File: src/pipe_settings.svh
`ifndef PIPE_SETTINGS_SVH
`define PIPE_SETTINGS_SVH

// data word and register file.
`define DATA_W 32
`define RADDR_W 5

// program counter.
`define PC_W 32

// exception fields.
`define CSR_NUM_W 14
`define ECODE_W 6

`endif

File: src/pipe_pkg.sv
`include "pipe_settings.svh"

package pipe_pkg;

    typedef enum logic [2:0] {
        ld_none = 3'd0,
        ld_b    = 3'd1, // byte, sign extended.
        ld_bu   = 3'd2,
        ld_h    = 3'd3, // half, sign extended.
        ld_hu   = 3'd4,
        ld_w    = 3'd5
    } load_kind_e;

    typedef enum logic [2:0] {
        src_alu    = 3'd0,
        src_load   = 3'd1,
        src_mul_lo = 3'd2,
        src_mul_hi = 3'd3,
        src_div    = 3'd4
    } res_src_e;

    typedef struct packed {
        logic                  ex;   // instruction raises an exception.
        logic                  ertn; // exception return.
        logic [`ECODE_W-1:0]   ecode;
        logic [`CSR_NUM_W-1:0] csr_num;
    } excep_t;

    typedef struct packed {
        logic                rf_we;
        logic [`RADDR_W-1:0] waddr;
        logic [`PC_W-1:0]    pc;
        logic [`DATA_W-1:0]  alu_result; // also the load address.
        load_kind_e          ld_kind;
        res_src_e            res_src;
        logic [`DATA_W-1:0]  div_result;
        excep_t              excep;
    } ex_to_mem_t;

    typedef struct packed {
        logic                rf_we;
        logic [`RADDR_W-1:0] waddr;
        logic [`DATA_W-1:0]  wdata;
        logic [`PC_W-1:0]    pc;
        excep_t              excep;
    } mem_to_wb_t;

endpackage

File: src/stage_if.sv
`timescale 1ns/1ns

interface stage_if #(
    parameter type payload_t = logic [31:0]
) ();

    logic     valid;
    logic     allowin;
    payload_t payload;
    logic     flush; // driven by the top from the writeback stage.

    // sending stage holds payload until valid and allowin meet.
    modport upstream (
        output valid,
        output payload,
        input  allowin,
        input  flush
    );

    modport downstream (
        input  valid,
        input  payload,
        input  flush,
        output allowin
    );

endinterface

File: src/ex_issue.sv
`timescale 1ns/1ns
`include "pipe_settings.svh"

module ex_issue (
    input  logic                 clk,
    input  logic                 resetn,
    input  logic                 in_valid,
    output logic                 in_ready,
    input  pipe_pkg::ex_to_mem_t in_payload,
    input  logic [`DATA_W-1:0]   mul_a,
    input  logic [`DATA_W-1:0]   mul_b,
    input  logic                 mem_excep,
    output logic                 data_sram_en,
    output logic [`DATA_W-1:0]   data_sram_addr,
    output logic [63:0]          mul_product,
    stage_if.upstream            out
);
    import pipe_pkg::*;

    logic               ex_valid;
    ex_to_mem_t         ex_q;
    logic [`DATA_W-1:0] mul_a_q;
    logic [`DATA_W-1:0] mul_b_q;
    logic               ex_allowin;
    logic               accept;
    logic               to_mem;
    logic               is_load;

    assign ex_allowin = ~ex_valid | out.allowin | out.flush;
    assign in_ready   = ex_allowin & ~out.flush; // nothing enters while the pipe is flushed.
    assign accept     = in_valid & in_ready;
    assign to_mem     = ex_valid & out.allowin & ~out.flush;
    assign is_load    = (ex_q.ld_kind != ld_none);

    always_ff @(posedge clk) begin
        if (!resetn) begin
            ex_valid <= 1'b0;
        end else if (out.flush) begin
            ex_valid <= 1'b0;
        end else if (ex_allowin) begin
            ex_valid <= in_valid;
        end
    end

    always_ff @(posedge clk) begin
        if (accept) begin
            ex_q    <= in_payload;
            mul_a_q <= mul_a;
            mul_b_q <= mul_b;
        end
    end

    // product lands together with the entry in mem.
    always_ff @(posedge clk) begin
        if (to_mem) begin
            mul_product <= 64'(mul_a_q) * 64'(mul_b_q);
        end
    end

    assign out.valid   = ex_valid;
    assign out.payload = ex_q;

    // an older excepting entry in mem blocks the read.
    assign data_sram_en   = to_mem & is_load & ~mem_excep;
    assign data_sram_addr = {ex_q.alu_result[`DATA_W-1:2], 2'b00};

endmodule

File: src/mem_stage.sv
`timescale 1ns/1ns
`include "pipe_settings.svh"

module mem_stage (
    input  logic               clk,
    input  logic               resetn,
    stage_if.downstream        in,
    input  logic [`DATA_W-1:0] data_sram_rdata,
    input  logic [63:0]        mul_product,
    output logic               mem_excep,
    stage_if.upstream          out
);
    import pipe_pkg::*;

    logic               mem_valid;
    logic               mem_first; // first cycle of a new entry, rdata is live.
    ex_to_mem_t         mem_q;
    logic [`DATA_W-1:0] rdata_hold;
    logic               take;
    logic [`DATA_W-1:0] ld_word;
    logic [`DATA_W-1:0] shifted;
    logic [`DATA_W-1:0] ld_data;
    logic [`DATA_W-1:0] wdata;

    assign in.allowin = ~mem_valid | out.allowin | in.flush;
    assign take       = in.valid & in.allowin & ~in.flush;

    always_ff @(posedge clk) begin
        if (!resetn) begin
            mem_valid <= 1'b0;
        end else if (in.flush) begin
            mem_valid <= 1'b0;
        end else if (in.allowin) begin
            mem_valid <= in.valid;
        end
    end

    always_ff @(posedge clk) begin
        if (!resetn) begin
            mem_first <= 1'b0;
        end else begin
            mem_first <= take;
        end
    end

    always_ff @(posedge clk) begin
        if (take) begin
            mem_q <= in.payload;
        end
    end

    // keep the load word so a stall behind wb does not lose it.
    always_ff @(posedge clk) begin
        if (mem_first) begin
            rdata_hold <= data_sram_rdata;
        end
    end

    assign ld_word = mem_first ? data_sram_rdata : rdata_hold;
    assign shifted = ld_word >> {mem_q.alu_result[1:0], 3'b000};

    always_comb begin
        case (mem_q.ld_kind)
            ld_b:    ld_data = {{24{shifted[7]}}, shifted[7:0]};
            ld_bu:   ld_data = {24'b0, shifted[7:0]};
            ld_h:    ld_data = {{16{shifted[15]}}, shifted[15:0]};
            ld_hu:   ld_data = {16'b0, shifted[15:0]};
            default: ld_data = shifted; // word access is already aligned.
        endcase
    end

    always_comb begin
        case (mem_q.res_src)
            src_load:   wdata = ld_data;
            src_mul_lo: wdata = mul_product[31:0];
            src_mul_hi: wdata = mul_product[63:32];
            src_div:    wdata = mem_q.div_result;
            default:    wdata = mem_q.alu_result;
        endcase
    end

    assign out.valid   = mem_valid;
    assign out.payload = '{
        rf_we: mem_q.rf_we,
        waddr: mem_q.waddr,
        wdata: wdata,
        pc:    mem_q.pc,
        excep: mem_q.excep
    };

    assign mem_excep = mem_valid & (mem_q.excep.ex | mem_q.excep.ertn);

endmodule

File: src/wb_stage.sv
`timescale 1ns/1ns
`include "pipe_settings.svh"

module wb_stage (
    input  logic                clk,
    input  logic                resetn,
    stage_if.downstream         in,
    output logic                retire_valid,
    input  logic                retire_ready,
    output logic [`PC_W-1:0]    retire_pc,
    output logic [`DATA_W-1:0]  retire_wdata,
    output logic [`RADDR_W-1:0] retire_waddr,
    output logic                retire_we,
    output pipe_pkg::excep_t    retire_excep,
    output logic                flush,
    input  logic [`RADDR_W-1:0] rf_raddr,
    output logic [`DATA_W-1:0]  rf_rdata
);
    import pipe_pkg::*;

    logic               wb_valid;
    mem_to_wb_t         wb_q;
    logic               retire_fire;
    logic               rf_wen;
    logic [`DATA_W-1:0] rf [2**`RADDR_W];

    assign retire_fire = wb_valid & retire_ready;
    assign flush       = retire_fire & (wb_q.excep.ex | wb_q.excep.ertn);

    assign in.allowin = ~wb_valid | retire_ready | in.flush;

    // an entry behind a retiring exception is not taken.
    always_ff @(posedge clk) begin
        if (!resetn) begin
            wb_valid <= 1'b0;
        end else if (in.allowin) begin
            wb_valid <= in.valid & ~in.flush;
        end
    end

    always_ff @(posedge clk) begin
        if (in.valid & in.allowin & ~in.flush) begin
            wb_q <= in.payload;
        end
    end

    assign retire_valid = wb_valid;
    assign retire_pc    = wb_q.pc;
    assign retire_wdata = wb_q.wdata;
    assign retire_waddr = wb_q.waddr;
    assign retire_we    = wb_q.rf_we;
    assign retire_excep = wb_q.excep;

    assign rf_wen = retire_fire & wb_q.rf_we & (wb_q.waddr != '0) & ~wb_q.excep.ex;

    always_ff @(posedge clk) begin
        if (rf_wen) begin
            rf[wb_q.waddr] <= wb_q.wdata;
        end
    end

    assign rf_rdata = (rf_raddr == '0) ? '0 : rf[rf_raddr]; // r0 is hardwired.

endmodule

File: src/mem_wb_top.sv
`timescale 1ns/1ns
`include "pipe_settings.svh"

module mem_wb_top (
    input  logic                 clk,
    input  logic                 resetn,
    input  logic                 in_valid,
    output logic                 in_ready,
    input  pipe_pkg::ex_to_mem_t in_payload,
    input  logic [`DATA_W-1:0]   mul_a,
    input  logic [`DATA_W-1:0]   mul_b,
    output logic                 data_sram_en,
    output logic [`DATA_W-1:0]   data_sram_addr,
    input  logic [`DATA_W-1:0]   data_sram_rdata,
    output logic                 retire_valid,
    input  logic                 retire_ready,
    output logic [`PC_W-1:0]     retire_pc,
    output logic [`DATA_W-1:0]   retire_wdata,
    output logic [`RADDR_W-1:0]  retire_waddr,
    output logic                 retire_we,
    output pipe_pkg::excep_t     retire_excep,
    output logic                 flush,
    input  logic [`RADDR_W-1:0]  rf_raddr,
    output logic [`DATA_W-1:0]   rf_rdata
);
    import pipe_pkg::*;

    logic [63:0] mul_product;
    logic        mem_excep;

    stage_if #(.payload_t(ex_to_mem_t)) ex_mem_if ();
    stage_if #(.payload_t(mem_to_wb_t)) mem_wb_if ();

    assign ex_mem_if.flush = flush;
    assign mem_wb_if.flush = flush;

    ex_issue i_ex_issue (
        .clk            (clk),
        .resetn         (resetn),
        .in_valid       (in_valid),
        .in_ready       (in_ready),
        .in_payload     (in_payload),
        .mul_a          (mul_a),
        .mul_b          (mul_b),
        .mem_excep      (mem_excep),
        .data_sram_en   (data_sram_en),
        .data_sram_addr (data_sram_addr),
        .mul_product    (mul_product),
        .out            (ex_mem_if.upstream)
    );

    mem_stage i_mem_stage (
        .clk             (clk),
        .resetn          (resetn),
        .in              (ex_mem_if.downstream),
        .data_sram_rdata (data_sram_rdata),
        .mul_product     (mul_product),
        .mem_excep       (mem_excep),
        .out             (mem_wb_if.upstream)
    );

    wb_stage i_wb_stage (
        .clk          (clk),
        .resetn       (resetn),
        .in           (mem_wb_if.downstream),
        .retire_valid (retire_valid),
        .retire_ready (retire_ready),
        .retire_pc    (retire_pc),
        .retire_wdata (retire_wdata),
        .retire_waddr (retire_waddr),
        .retire_we    (retire_we),
        .retire_excep (retire_excep),
        .flush        (flush),
        .rf_raddr     (rf_raddr),
        .rf_rdata     (rf_rdata)
    );

endmodule

File: config.mk
export PLATFORM = sky130hd
export DESIGN_NAME = mem_wb_top
export DESIGN_NICKNAME = d
export VERILOG_FILES = /design/src/pipe_pkg.sv /design/src/stage_if.sv /design/src/ex_issue.sv /design/src/mem_stage.sv /design/src/wb_stage.sv /design/src/mem_wb_top.sv
export VERILOG_INCLUDE_DIRS = /design/src
export SDC_FILE = /design/constraint.sdc
export NUM_CORES = 2
export LEC_CHECK = 0
export BUFFER_PORTS_ARGS = -buffer_cell sky130_fd_sc_hd__buf_4
export CAP_MARGIN = 30
export CORE_MARGIN = 2
export CORE_UTILIZATION = 63
export DETAILED_ROUTE_END_ITERATION = 10
export GPL_TIMING_DRIVEN = 0
export PLACE_DENSITY_LB_ADDON = 0.25
export REMOVE_ABC_BUFFERS = 1
export SLEW_MARGIN = 20
export SYNTH_ARGS = -nofsm -noshare
export SYNTH_HDL_FRONTEND = slang
export SYNTH_SLANG_ARGS = --single-unit
File: constraint.sdc
create_clock -name clk -period 23 [get_ports clk]
set_clock_uncertainty 0.1 [all_clocks]
set_input_delay 1.15 -clock clk [delete_from_list [all_inputs] [get_ports clk]]
set_output_delay 1.15 -clock clk [all_outputs]
set_load 0.01 [all_outputs]
==> reports/results.txt <==
Yosys warnings -> 0
CP max stage delay -> 0.89 ns
Post-synthesis async set-or-reset flop share -> 0%
Met1 wire length -> 88200 µm
Final Critical Period -> 8.34 ns
Layout cells sized above 1 -> 19.1%
Synth top cells by count -> 1504 x edfxtp_1, 896 x fa_1, 862 x inv_1
# resized after CTS -> 0
Hold_buf cts -> 0
Vias in the first global route -> 57185
Die area -> 146000 µm²
Setup ws final -> 14.66 ns
Arrival time worst endpoint -> 8.78 ns
Critical path peak fanout -> 17
Final Setup Violations -> 0
Gr ovfl total -> 0
Iter 0 DRT Violations -> 6918
Hpwl dp -> 175000 µm
Worst R2R Setup Slack -> 14.66 ns
Met2 wire len -> 130000 µm
Avg WL per Cell -> 30.3 µm
Max-slew violations -> 0
Post-synth EDFFs -> 1504
Hold Path Origin -> i_ex_issue.out.payload[126]
Yosys cell types -> 71
Worst rel slew slack -> 32.4%
Initial antenna violation count -> 29
Fin crit share -> 36.3%
Largest area contributor in the netlist -> edfxtp_1
ANT nets after route -> 0
Postcts setup bufs -> 0
Cells after Synth -> 6142
Clock-pin slew on the worst setup and hold paths -> 0.06 ns
Crit path top cell by count -> fa_1
Max-Cap Viols -> 0
# port buffers -> 392
Status -> finished, final reports clean
Pin count of the biggest net entering global routing -> 86
Met3 routed WL -> 27800 µm
Via count -> 54226
P&R area growth vs syn -> 15.0%
Min-delay worst type -> reg2reg
Worst Setup Start Kind -> flip-flop
Final hold violation count -> 0
Share of the synthesized area in the top cell type -> 50.1%
Worst flop-to-flop path startpoint -> i_ex_issue.mul_a_q[25]
GRT Overall Usage -> 35.9%
Fin nets -> 7973
Least-Margin Pin Slew -> 1.01 ns
Worst-Skew Late Latency -> 0.82 ns
Critical Path End Type -> flip-flop
Max Clk Rate -> 0.120 GHz
CTS buffer count -> 154
Register area share after synthesis -> 50.9%
Required time of the critical path -> 23.44 ns
Num ports -> 395
DRC Markers -> 0
Setup CP Type -> reg2reg
Pre-antenna DRT Iters -> 7
Synthesis-stage register bit count -> 1540
Drt total wl -> 261000 µm
Cell at the slowest stage of the critical path -> edfxtp_1
Netlist area before placement -> 90100 µm²
Clock buffer depth -> 3
Htree depth -> 4
Pre-CTS setup slack -> 14.75 ns
Largest cells by area after synthesis -> edfxtp_1 50%, fa_1 20%, mux4_2 8.2%
Uppermost routed layer -> met5
Root Buffer -> clkbuf_16
RSZ-0062 raised after global routing -> false
Die boundary width -> 382 µm
Mean number of vias per cell -> 6.30
Initial core utilization -> 63.5%
CTS tree -> yes
Die Y-Extent -> 382 µm
Ys flop type -> edfxtp_1
Global-route wire length before repair -> 378000 µm
Syn Area/Cell -> 14.7 µm²
FP Rows -> 138
Top-count cell post-synth -> edfxtp_1
Worst setup startpoint -> i_ex_issue.mul_a_q[25]
Core footprint -> 142000 µm²
# clock sinks -> 1540
Global placer's final weighted congestion -> 0.913
[cells in the final DEF, fill, tap and decap left out, types with 18 or more instances in the layout]
cell | Yosys | routed
and2_1 | 620 | 619
dfxtp_1 | 36 | 35
nand3_1 | 28 | 28
buf_16 | 0 | 69
o21a_1 | 30 | 30
clkinv_2 | 0 | 24
xor2_1 | 24 | 24
a21o_1 | 45 | 45
nand2_1 | 488 | 488
o21ai_0 | 63 | 63
fa_1 | 896 | 896
clkinv_1 | 0 | 25
ha_1 | 263 | 263
mux4_2 | 326 | 326
a21oi_1 | 109 | 109
mux2i_1 | 42 | 42
clkbuf_1 | 285 | 22
edfxtp_1 | 1504 | 1504
buf_4 | 33 | 404
nor2_1 | 150 | 117
inv_1 | 862 | 862
nand4_1 | 18 | 18
xnor2_1 | 43 | 42
buf_8 | 0 | 102
mux2_2 | 34 | 34
nor2_4 | 0 | 33
buf_12 | 0 | 23
clkbuf_16 | 0 | 155
conb_1 | 1 | 34
o22ai_1 | 31 | 31
[state kept, by name (all words and copies together) (netlist names), 5 cells and up]
signal and count:
i_ex_issue.mul_product 64, i_mem_stage.rdata_hold 32, i_wb_stage.retire_waddr 5, i_wb_stage.rf 1024
i_wb_stage.retire_wdata 32, i_ex_issue.mul_b_q 32, i_ex_issue.mul_a_q 32, i_mem_stage.out.payload 60
i_mem_stage.mem_q 70, i_ex_issue.data_sram_addr 30, i_wb_stage.retire_excep 22, i_wb_stage.retire_pc 32
i_ex_issue.out.payload 100
[final cells by class]
cell class,instances,area (µm²)
Sequential cell,1540,45900
Fill cell,8400,38200
Antenna cell,13,32.5
Multi-Input combinational cell,3404,39800
Tap cell,1890,2360
Timing Repair Buffer,616,7100
Clock buffer,184,4060
Clock inverter,98,1120
Inverter,863,3240
[cell families (layout without fill, tap and decap cells)]
family	count (synthesis)	in the layout	share of synthesized area [%]
flip-flops	1540	1540	50.9
AND/OR/NAND/NOR	1353	1353	7.60
buffers and inverters	1231	1761	5.32
adder cells (fa/ha/maj)	1159	1159	23.6
multiplexers	402	402	9.04
AO/OA/AOI/OAI	389	389	2.89
XOR/XNOR	67	67	0.651
other	1	47	0.00416
[through the flow]
stage	area, µm²	utilization, %	setup TNS (ns)	hold WS (ns)	std cells
4_1_cts	103000	72.7	0	0.314	8562
3_5_place_dp	97900	69.1	0	0.305	8280
5_1_grt	104000	73.1	0	0.318	8605
6_report	104000	73.1	0	0.311	8608
2_1_floorplan	88700	-	0	0.300	5807
3_3_place_gp	94000	66.3	-69.31	0.300	8089
[final timing paths]
check | to | cells past startpoint
worst max-delay path | i_ex_issue.mul_product[55] | 26
worst min-delay path | i_mem_stage.out.payload[88] | 0
worst max register to register | i_ex_issue.mul_product[55] | 26
worst min register to register | i_mem_stage.out.payload[88] | 0
[metal layers]
| metal | vias up | global-route usage (%) |
|---|---|---|
| li1 | 21741 | - |
| met1 | 27960 | 45.6 |
| met2 | 3704 | 60.0 |
| met3 | 809 | 7.67 |
| met4 | 12 | 15.8 |
| met5 | - | 0 |
[worst max-delay path, delay by kind of cell, from the launching register on]
kind | cells | cell delay [ns]
fa+ha+maj | 9 | 4.44
compound gates | 9 | 1.72
flops | 1 | 0.89
buf+inv | 5 | 0.50
simple gates | 2 | 0.28
xor+xnor | 1 | 0.12
Power is not shown: default switching activity piles up to over one toggle a cycle in this logic, so the estimate is an artifact.
